===== src/source/sm83_alu_ops_pkg.sv =====
package sm83_alu_ops_pkg;

	// ########################################
	// opcodes
	// ########################################

	// same order as bits 5:3 of the SM83 8-bit ALU instructions
	typedef enum logic [2:0] {
		ALU_ADD = 3'd0,
		ALU_ADC = 3'd1,
		ALU_SUB = 3'd2,
		ALU_SBC = 3'd3,
		ALU_AND = 3'd4,
		ALU_XOR = 3'd5,
		ALU_OR  = 3'd6,
		ALU_CP  = 3'd7
	} alu_op_e;

	// ########################################
	// request
	// ########################################

	// one ALU request as pushed from upstream, 20 bits
	typedef struct packed {
		alu_op_e    op;
		logic [7:0] a;        // accumulator side
		logic [7:0] b;        // register or immediate side
		logic       carry_in; // the C flag before the instruction, read by ADC and SBC
	} alu_req_t;

endpackage


===== src/source/sm83_alu_flags_pkg.sv =====
package sm83_alu_flags_pkg;

	// ########################################
	// flag byte
	// ########################################

	// laid out like the F register, z in bit 7 down to c in bit 4
	typedef struct packed {
		logic       z;
		logic       n;
		logic       h;
		logic       c;
		logic [3:0] zero; // low nibble of F always reads back as zero
	} alu_flags_t;

	// ########################################
	// result
	// ########################################

	// value in the upper byte and flags in the lower, like an AF pair
	typedef struct packed {
		logic [7:0] value;
		alu_flags_t flags;
	} alu_res_t;

endpackage


===== src/source/sm83_alu_pggen.sv =====
`timescale 1ns/1ps
`default_nettype none

module sm83_alu_pggen (
	input  logic xor_in1,
	input  logic xor_in2,
	input  logic and_or_in2,
	input  logic ao221_in2,
	input  logic ao221_in3,
	input  logic ao221_in5_n,
	output logic tap_xor,
	output logic tap_nand,
	output logic tap_and,
	output logic tap_or,
	output logic y
);

	// operand conditioning, xor_in2 high inverts xor_in1
	assign tap_xor = xor_in1 ^ xor_in2;

	// taps against the second operand
	assign tap_nand = ~(tap_xor & and_or_in2);
	assign tap_and  = ~tap_nand; // generate when used as an adder slice
	assign tap_or   = tap_xor | and_or_in2; // propagate when used as an adder slice

	// and-or stage, with ao221_in3 as carry in this is g | (p & c)
	// an active low ao221_in5_n forces y high
	assign y = (tap_and & ao221_in2) | (ao221_in3 & tap_or) | ~ao221_in5_n;

endmodule

`default_nettype wire


===== src/source/sm83_alu_core.sv =====
`timescale 1ns/1ps
`default_nettype none

module sm83_alu_core (
	input  sm83_alu_ops_pkg::alu_req_t   req,
	output sm83_alu_flags_pkg::alu_res_t res
);

	logic       sub;       // subtract family, b goes in inverted
	logic       logic_op;
	logic       cin;       // carry into bit 0
	logic [8:0] carry;     // carry[i] enters bit i
	logic [7:0] tap_xor;
	logic [7:0] tap_nand;
	logic [7:0] tap_and;
	logic [7:0] tap_or;
	logic [7:0] y;
	logic [7:0] sum;
	logic [7:0] alu_val;

	assign sub = (req.op == sm83_alu_ops_pkg::ALU_SUB) ||
	             (req.op == sm83_alu_ops_pkg::ALU_SBC) ||
	             (req.op == sm83_alu_ops_pkg::ALU_CP);

	assign logic_op = (req.op == sm83_alu_ops_pkg::ALU_AND) ||
	                  (req.op == sm83_alu_ops_pkg::ALU_XOR) ||
	                  (req.op == sm83_alu_ops_pkg::ALU_OR);

	// ########################################
	// carry in and slices
	// ########################################

	// subtraction runs as a + ~b + 1, so SBC takes the inverted carry flag
	always_comb begin
		case (req.op)
			sm83_alu_ops_pkg::ALU_ADC: cin = req.carry_in;
			sm83_alu_ops_pkg::ALU_SUB: cin = 1'b1;
			sm83_alu_ops_pkg::ALU_CP:  cin = 1'b1;
			sm83_alu_ops_pkg::ALU_SBC: cin = ~req.carry_in;
			default:                   cin = 1'b0;
		endcase
	end

	assign carry[0] = cin;

	for (genvar i = 0; i < 8; i++) begin : g_slice
		sm83_alu_pggen pggen_i (
			.xor_in1     (req.b[i]),
			.xor_in2     (sub),
			.and_or_in2  (req.a[i]),
			.ao221_in2   (1'b1),
			.ao221_in3   (carry[i]),
			.ao221_in5_n (1'b1),
			.tap_xor     (tap_xor[i]),
			.tap_nand    (tap_nand[i]),
			.tap_and     (tap_and[i]),
			.tap_or      (tap_or[i]),
			.y           (y[i])
		);

		assign carry[i+1] = y[i]; // ripple through the and-or stage
		assign sum[i]     = req.a[i] ^ tap_xor[i] ^ carry[i];
	end

	// ########################################
	// result select and flags
	// ########################################

	always_comb begin
		case (req.op)
			sm83_alu_ops_pkg::ALU_AND: alu_val = tap_and;
			sm83_alu_ops_pkg::ALU_XOR: alu_val = tap_or & tap_nand; // set where exactly one is set
			sm83_alu_ops_pkg::ALU_OR:  alu_val = tap_or;
			default:                   alu_val = sum;
		endcase
	end

	always_comb begin
		// CP only compares, the accumulator comes back unchanged
		res.value = (req.op == sm83_alu_ops_pkg::ALU_CP) ? req.a : alu_val;

		res.flags.z = (alu_val == 8'h00);
		res.flags.n = sub;

		if (logic_op) begin
			res.flags.h = (req.op == sm83_alu_ops_pkg::ALU_AND);
			res.flags.c = 1'b0;
		end else begin
			// a missing carry out is a borrow when subtracting
			res.flags.h = carry[4] ^ sub;
			res.flags.c = carry[8] ^ sub;
		end

		res.flags.zero = 4'h0;
	end

endmodule

`default_nettype wire


===== src/source/sm83_alu_req_queue.sv =====
`timescale 1ns/1ps
`default_nettype none

module sm83_alu_req_queue #(
	parameter int REQ_DEPTH = 4
) (
	input  logic                       clk,
	input  logic                       arst_n,
	input  logic                       req_valid,
	input  sm83_alu_ops_pkg::alu_req_t req,
	input  logic                       res_space,
	output sm83_alu_ops_pkg::alu_req_t head,
	output logic                       head_valid,
	output logic                       pop,
	output logic                       req_credit
);

	localparam int PTR_W = (REQ_DEPTH > 1) ? $clog2(REQ_DEPTH) : 1;
	localparam int CNT_W = $clog2(REQ_DEPTH + 1);

	sm83_alu_ops_pkg::alu_req_t mem [REQ_DEPTH];

	logic [PTR_W-1:0] wr_ptr;
	logic [PTR_W-1:0] rd_ptr;
	logic [CNT_W-1:0] count;

	assign head       = mem[rd_ptr];
	assign head_valid = (count != '0);
	assign pop        = head_valid && res_space; // the only place the pop decision is made

	// upstream holds a credit for every push, so no full check here
	always_ff @(posedge clk) begin
		if (req_valid) begin
			mem[wr_ptr] <= req;
		end
	end

	always_ff @(posedge clk or negedge arst_n) begin
		if (!arst_n) begin
			wr_ptr     <= '0;
			rd_ptr     <= '0;
			count      <= '0;
			req_credit <= 1'b0;
		end else begin
			if (req_valid) begin
				wr_ptr <= (wr_ptr == PTR_W'(REQ_DEPTH - 1)) ? '0 : wr_ptr + 1'b1;
			end

			if (pop) begin
				rd_ptr <= (rd_ptr == PTR_W'(REQ_DEPTH - 1)) ? '0 : rd_ptr + 1'b1;
			end

			case ({req_valid, pop})
				2'b10:   count <= count + 1'b1;
				2'b01:   count <= count - 1'b1;
				default: count <= count;
			endcase

			req_credit <= pop; // one credit back per freed entry
		end
	end

endmodule

`default_nettype wire


===== src/source/sm83_alu_result_port.sv =====
`timescale 1ns/1ps
`default_nettype none

module sm83_alu_result_port #(
	parameter int RES_DEPTH   = 2,
	parameter int RES_CREDITS = 2
) (
	input  logic                         clk,
	input  logic                         arst_n,
	input  logic                         pop,
	input  sm83_alu_flags_pkg::alu_res_t result,
	input  logic                         res_credit,
	output logic                         res_space,
	output logic                         res_valid,
	output sm83_alu_flags_pkg::alu_res_t res
);

	localparam int PTR_W  = (RES_DEPTH > 1) ? $clog2(RES_DEPTH) : 1;
	localparam int CNT_W  = $clog2(RES_DEPTH + 1);
	localparam int CRED_W = $clog2(RES_CREDITS + 1);

	sm83_alu_flags_pkg::alu_res_t buf_mem [RES_DEPTH];

	logic [PTR_W-1:0]  wr_ptr;
	logic [PTR_W-1:0]  rd_ptr;
	logic [CNT_W-1:0]  count;
	logic [CRED_W-1:0] credits;
	logic              send;

	assign send      = (count != '0) && (credits != '0);
	assign res_space = (count != CNT_W'(RES_DEPTH)) || send; // a full buffer that sends frees a slot

	always_ff @(posedge clk) begin
		if (pop) begin
			buf_mem[wr_ptr] <= result;
		end
		if (send) begin
			res <= buf_mem[rd_ptr];
		end
	end

	always_ff @(posedge clk or negedge arst_n) begin
		if (!arst_n) begin
			wr_ptr    <= '0;
			rd_ptr    <= '0;
			count     <= '0;
			credits   <= CRED_W'(RES_CREDITS);
			res_valid <= 1'b0;
		end else begin
			if (pop) begin
				wr_ptr <= (wr_ptr == PTR_W'(RES_DEPTH - 1)) ? '0 : wr_ptr + 1'b1;
			end
			if (send) begin
				rd_ptr <= (rd_ptr == PTR_W'(RES_DEPTH - 1)) ? '0 : rd_ptr + 1'b1;
			end

			case ({pop, send})
				2'b10:   count <= count + 1'b1;
				2'b01:   count <= count - 1'b1;
				default: count <= count;
			endcase

			case ({send, res_credit})
				2'b10:   credits <= credits - 1'b1;
				2'b01:   credits <= credits + 1'b1;
				default: credits <= credits; // spend and return cancel out
			endcase

			res_valid <= send;
		end
	end

endmodule

`default_nettype wire


===== src/source/sm83_alu_top.sv =====
`timescale 1ns/1ps
`default_nettype none

module sm83_alu_top #(
	parameter int REQ_DEPTH   = 4,
	parameter int RES_DEPTH   = 2,
	parameter int RES_CREDITS = 2
) (
	input  logic                         clk,
	input  logic                         arst_n,
	input  logic                         req_valid,
	input  sm83_alu_ops_pkg::alu_req_t   req,
	input  logic                         res_credit,
	output logic                         req_credit,
	output logic                         res_valid,
	output sm83_alu_flags_pkg::alu_res_t res
);

	sm83_alu_ops_pkg::alu_req_t   head;
	sm83_alu_ops_pkg::alu_req_t   core_req;
	sm83_alu_flags_pkg::alu_res_t core_res;
	logic                         head_valid;
	logic                         pop;
	logic                         res_space;

	sm83_alu_req_queue #(
		.REQ_DEPTH (REQ_DEPTH)
	) req_queue_i (
		.clk        (clk),
		.arst_n     (arst_n),
		.req_valid  (req_valid),
		.req        (req),
		.res_space  (res_space),
		.head       (head),
		.head_valid (head_valid),
		.pop        (pop),
		.req_credit (req_credit)
	);

	// keep the core inputs quiet while the queue is empty
	assign core_req = head_valid ? head : '0;

	sm83_alu_core core_i (
		.req (core_req),
		.res (core_res)
	);

	sm83_alu_result_port #(
		.RES_DEPTH   (RES_DEPTH),
		.RES_CREDITS (RES_CREDITS)
	) result_port_i (
		.clk        (clk),
		.arst_n     (arst_n),
		.pop        (pop),
		.result     (core_res),
		.res_credit (res_credit),
		.res_space  (res_space),
		.res_valid  (res_valid),
		.res        (res)
	);

endmodule

`default_nettype wire


===== config.mk =====
export PLATFORM = sky130hd
export DESIGN_NAME = sm83_alu_top
export DESIGN_NICKNAME = d
export VERILOG_FILES = /design/src/source/sm83_alu_ops_pkg.sv /design/src/source/sm83_alu_flags_pkg.sv /design/src/source/sm83_alu_pggen.sv /design/src/source/sm83_alu_core.sv /design/src/source/sm83_alu_req_queue.sv /design/src/source/sm83_alu_result_port.sv /design/src/source/sm83_alu_top.sv
export SDC_FILE = /design/constraint.sdc
export NUM_CORES = 1
export LEC_CHECK = 0
export BUFFER_PORTS_ARGS = -buffer_cell sky130_fd_sc_hd__clkbuf_2
export CAP_MARGIN = 20
export CORE_ASPECT_RATIO = 1.5
export CORE_MARGIN = 4
export CORE_UTILIZATION = 60
export DETAILED_ROUTE_END_ITERATION = 16
export MAX_ROUTING_LAYER = met4
export PLACE_DENSITY = 0.82
export SLEW_MARGIN = 25
export SYNTH_ARGS = -nofsm -noshare
export SYNTH_HDL_FRONTEND = slang
export SYNTH_SLANG_ARGS = --single-unit

===== constraint.sdc =====
create_clock -name clk -period 6.8 [get_ports clk]
set_input_delay 0.34 -clock clk [delete_from_list [all_inputs] [get_ports clk]]
set_output_delay 0.34 -clock clk [all_outputs]
set_load 0.01 [all_outputs]

; ---- Word-level counts from Yosys, hierarchy flattened
; Memories as Yosys holds them, arrays and structs flattened. A register that Yosys moved wholly into a read port is not among the register bits.
; Cells that the tools add are included.
[word_totals]
regBits = 19
ram_bits = 104
input_bits = 24
wordCells = 137
n_memories = 2
[op_classes]
addsub = 10
n_eq_ne = 16
n_mux = 16
bitwise = 68
n_reduce_logical = 15
[memory_table]
columns = name, words, width, rd, rd_clocked_by_memory_dff, wr, line
row1 = req_queue_i.mem, 4, 20, 1, 0, 1, sm83_alu_req_queue.sv:21  ; sm83_alu_ops_pkg::alu_req_t mem [REQ_DEPTH];
row2 = result_port_i.buf_mem, 2, 12, 1, 1, 1, sm83_alu_result_port.sv:22  ; sm83_alu_flags_pkg::alu_res_t buf_mem [RES_DEPTH];
[ops]
columns = op, count
row1 = 1-bit bitwise XOR, 26
row2 = 8-bit case mux with 3 select lines, 1
row3 = 20-bit 2-to-1 mux, 1
row4 = 1-bit bitwise AND, 16
row5 = 1-bit bitwise OR, 16
row6 = "3-bit == test, second input constant", 4
row7 = "2-bit == test, second input constant", 5
row8 = 2-bit nonzero test, 5
row9 = 1-bit NOT, 9
row10 = "2-bit by 1-bit adder with 2-bit output, second input constant", 4
row11 = 8-bit bitwise AND, 1
row12 = 8-bit logical NOT, 1
row13 = 8-bit 2-to-1 mux, 1
row14 = 2-bit case mux with 2 select lines, 2
row15 = "2-bit by 1-bit == test with 1-bit output, second input constant", 3
row16 = "3-bit by 2-bit == test with 1-bit output, second input constant", 2
row17 = 1-bit 2-to-1 mux, 6
row18 = 2-bit 2-to-1 mux, 3
row19 = 3-bit case mux with 2 select lines, 1
row20 = 1-bit logical OR, 5
row21 = "2-bit by 1-bit subtractor with 2-bit output, second input constant", 2
row22 = "3-bit by 1-bit adder with 3-bit output, second input constant", 1
row23 = "3-bit by 1-bit == test with 1-bit output, second input constant", 1
row24 = 1-bit case mux with 3 select lines, 1
row25 = other kinds (6), 8

; ---- Longest topological paths before layout
[logic_depth]
ltp_word = 25
depth_mapped = 22

; ---- Hierarchy
; Synthesis repeated with hierarchy kept, for this count alone.
[unflattened]
hier_cells = 432
hier_area_um2 = 6713.9
[modules_own_cells]
columns = module, instances, cells_per_inst, area_per_inst_um2
row1 = sm83_alu_req_queue, 1, 144, 3355.7
row2 = sm83_alu_result_port, 1, 91, 1990.7
row3 = sm83_alu_core, 1, 119, 773.2
row4 = sm83_alu_pggen, 8, 7, 55.1
row5 = sm83_alu_top, 1, 22, 153.9

; ---- Least setup slack after synthesis
; Ideal clock, no wire load.
[synth_timing]
path_type = register to register
startpoint = reg req_queue_i.rd_ptr[0]
endpoint = mem result_port_i.buf_mem[0][3] in the netlist's numbering (data pin)
setup_time_ns = 0.260
arrival_ns = 4.648
t_required_ns = 6.540
setup_slack_ns = 1.892
stages_incl_launch_ff = 22
cell_sequence = dfrtp_1 mux4_2 nor2b_2 nor2_4 xor2_1 and2_1 inv_1 fa_1 inv_1 fa_1 inv_1 fa_1 fa_1 inv_1 fa_1 fa_1 fa_1 inv_1 fa_1 nand2_1 nand2_1 and4b_1
[synth_lines]
columns = element, line
row1 = "start, declared", sm83_alu_req_queue.sv:24  ; logic [PTR_W-1:0] rd_ptr;
row2 = "start signal, assigned", sm83_alu_req_queue.sv:50  ; rd_ptr <= (rd_ptr == PTR_W'(REQ_DEPTH - 1)) ? '0 : rd_ptr + 1'b1;
row3 = "end, declared", sm83_alu_result_port.sv:22

==> run_results.csv <==
group,metric,value,unit
outcome,outcome,"finished, final reports clean",
clocking,cts_htree_levels,4,
final_layout,finalNetCount,477,
timing,fmax,0.174,GHz
die,start_util,61.6,%
synthesis,yosysTopAreaCell,"edfxtp_1",
clocking,post_cts_resized,0,
timing,fin_tns_setup,0,ps
worst_setup_path,cpPeakStageDelay,760,ps
final_layout,layout_commonest_cell,"edfxtp_1",
clocking,cts_setup_buffers,0,
timing,hold_violations,0,
global_route,grt_pass1_wl,16.6,mm
global_route,grt_pass1_vias,3289,
worst_setup_path,arrival,5890,ps
job,cap_violations,0,
synthesis,yosys_warnings,0,
timing,slew_headroom,30.7,%
synthesis,synth-edff-count,116,
global_route,antenna_found_initial,0,
synthesis,synth_mux_area_share,11.9,%
routing,drt_first_pass_iters,5,
die,die_area,11600,um^2
worst_setup_path,path_max_fanout,15,
timing,period_minus_slack,5730,ps
clocking,clockBufferDepth,2,
clocking,worst_skew_pair.late_latency,420,ps
synthesis,avgSynthCellArea,16.0,um^2
die,rows,44,
synthesis,synthFlopType,"edfxtp_1",
die,core_area,9690,um^2
routing,wl_per_cell,18.4,um
routing,route.detailed.drc,0,
clocking,clkSinkCount,131,
timing,final.setup.worst_slack,1070,ps
timing,skew,9.47,ps
die,die_x,89.4,um
global_route,grt_use_total,20.6,%
synthesis,synth_compound_area_share,4.30,%
synthesis,synth_top_family_by_area,"multiplexers",
synthesis,ys_seq_area_share,64.7,%
clocking,numCtsBuffers,17,
clocking,cts_tree,"built",
synthesis,yosys.area.top_type_share,58.4,%
final_layout,diodes,0,
routing,vias_per_cell,5.77,
synthesis,syn-cell-area,5960,um^2
global_route,grt_max_degree,24,
min_path,hold_class,"primary input to flop",
placement,pre_cts_ws,1100,ps
timing,fin_crit_sh,84.3,%
synthesis,synthArstFlopShare,11.5,%
worst_setup_path,path_class,"flop to flop",
synthesis,synth_adder_area_share,7.85,%
worst_setup_path,crit_path_cell_trace,"mux4_2, nor2b_2, nor2_4, xor2_1, and2_1, inv_1, fa_1, inv_1, fa_1, inv_1, fa_1, fa_1, inv_1, fa_1, fa_1, fa_1, inv_1, fa_1, nand2_1, nand2_1, and4b_1",
synthesis,synth.distinct_cells,44,
global_route,grt_overflow,0,
placement,gp_congestion,0.880,
worst_setup_path,critPathTopFamily,"adder cells",
synthesis,synthTopCellsByArea,"edfxtp_1, mux4_2, dfrtp_1, ha_1, fa_1",
synthesis,synthSimpleGateAreaFrac,5.48,%
routing,num_vias,3165,
timing,tightest_slew,1040,ps
clocking,cts-hold-fix-buffers,1,
final_layout,area_growth,15.1,%
die,die_h,130,um
worst_setup_path,path_common_cell,"fa_1",
timing,grt_setup_unrepaired,"no",
routing,drt-initial-drc-count,246,
timing,slew_violations,0,
worst_setup_path,crit_slowest_cell,"dfrtp_1",
routing,ant_nets,0,
placement,hpwl,6.85,mm
routing,drt_wl_total,10.1,mm
synthesis,ys_ff_latch,131,
final_layout,drive_gt1_share,26.0,%
worst_setup_path,crit_required,6960,ps
worst_setup_path,start_kind,"flop",
placement,portBuffers,37,
clocking,cts-root-buf,"clkbuf_16",
clocking,clk_pin_slew,60,ps
worst_setup_path,endpoint_kind,"flop",
synthesis,syn-instance-count,372,
synthesis,synthXorXnorAreaFrac,2.35,%
die,ios,42,
final_layout,layout_common_cells,"edfxtp_1, clkbuf_2, inv_1",
timing,setup-violations-final,0,
worst_setup_path,critPathBufInv,5,
==> stage by stage <==
stage | hold WS [ps] | instance area, um^2 | util, % | instances
final | 137 | 6860 | 70.8 | 549
after global routing | 131 | 6860 | 70.8 | 549
after CTS | 123 | 6850 | 70.7 | 548
after detailed placement | 278 | 6240 | 64.4 | 515
after global placement | 269 | 6240 | 64.4 | 515
after floorplan | 44.4 | 5980 | - | 375
==> layer usage <==
metal	routed length, um	track usage, %	vias to the layer above
met4	236	7.36	0
met1	3780	23.4	1588
met2	5640	34.3	87
li1	-	-	1473
met3	425	6.13	17
met5	0	-	-
==> cell families (layout without fill, tap and decap cells) <==
logic type,after synthesis,count (layout)
buf+inv,45,104
xor+xnor,16,16
other cells,1,4
compound gates,40,40
flops,131,131
mux,44,44
simple gates,63,63
fa+ha+maj,32,32
==> worst paths after layout <==
kind | start | end | slack [ps] | cells after the start
hold reg to reg | result_port_i.wr_ptr | result_port_i.wr_ptr | 490 | 1
min in group asynchronous | arst_n | result_port_i.rd_ptr | 380 | 2
hold / removal | req[6] | req_queue_i.mem[1][6] | 140 | 1
max in group asynchronous | arst_n | result_port_i.credits[1] | 6120 | 2
setup / recovery | req_queue_i.rd_ptr[0] | result_port_i.buf_mem[0][3] | 1070 | 21
setup reg to reg | req_queue_i.rd_ptr[0] | result_port_i.buf_mem[0][3] | 1070 | 21
==> flip-flops by register name, indices dropped and copies added (netlist names) <==
| name | cells |
|---|---|
| req_queue_i.count | 3 |
| req_queue_i.mem | 80 |
| req_queue_i.rd_ptr | 2 |
| req_queue_i.req_credit | 1 |
| req_queue_i.wr_ptr | 2 |
| result_port_i.buf_mem | 24 |
| result_port_i.count | 2 |
| result_port_i.credits | 2 |
| result_port_i.rd_ptr | 1 |
| result_port_i.res | 12 |
| result_port_i.res_valid | 1 |
| result_port_i.wr_ptr | 1 |
==> cells in the mapped netlist, types with 3 or more instances <==
cell type and number:
edfxtp_1 116, inv_1 30, ha_1 23, nand2_1 23, mux4_2 20, o21ai_0 16, and2_1 15, mux2_2 15
dfrtp_1 14, xor2_1 13, fa_1 9, mux2i_1 9, a21oi_1 8, nor2_1 7, buf_4 5, buf_2 4
nor3_1 4, o22ai_1 3, or3_1 3, xnor2_1 3
==> worst register-to-register path, cell delays in order, from the launching register on <==
cell and delay (ps):
dfrtp_1 760, mux4_2 750, nor2b_2 300, nor2_4 120, xor2_1 170, and2_1 180
inv_1 100, fa_1 180, inv_1 50, fa_1 350, inv_1 80, fa_1 200
fa_1 170, inv_1 70, fa_1 390, fa_1 390, fa_1 370, inv_1 80
fa_1 400, nand2_1 70, nand2_1 70, and4b_1 220
==> cell type report <==
cell class                      instances  area (um^2)
Fill cell                             611         2830
Clock inverter                         12          155
Tap cell                              115          144
Timing Repair Buffer                   41          221
Inverter                               31          116
Multi-Input combinational cell        199         1920
Sequential cell                       131         3860
Clock buffer                           20          447
Power is not shown: default switching activity piles up to over one toggle a cycle in this logic, so the estimate is an artifact.
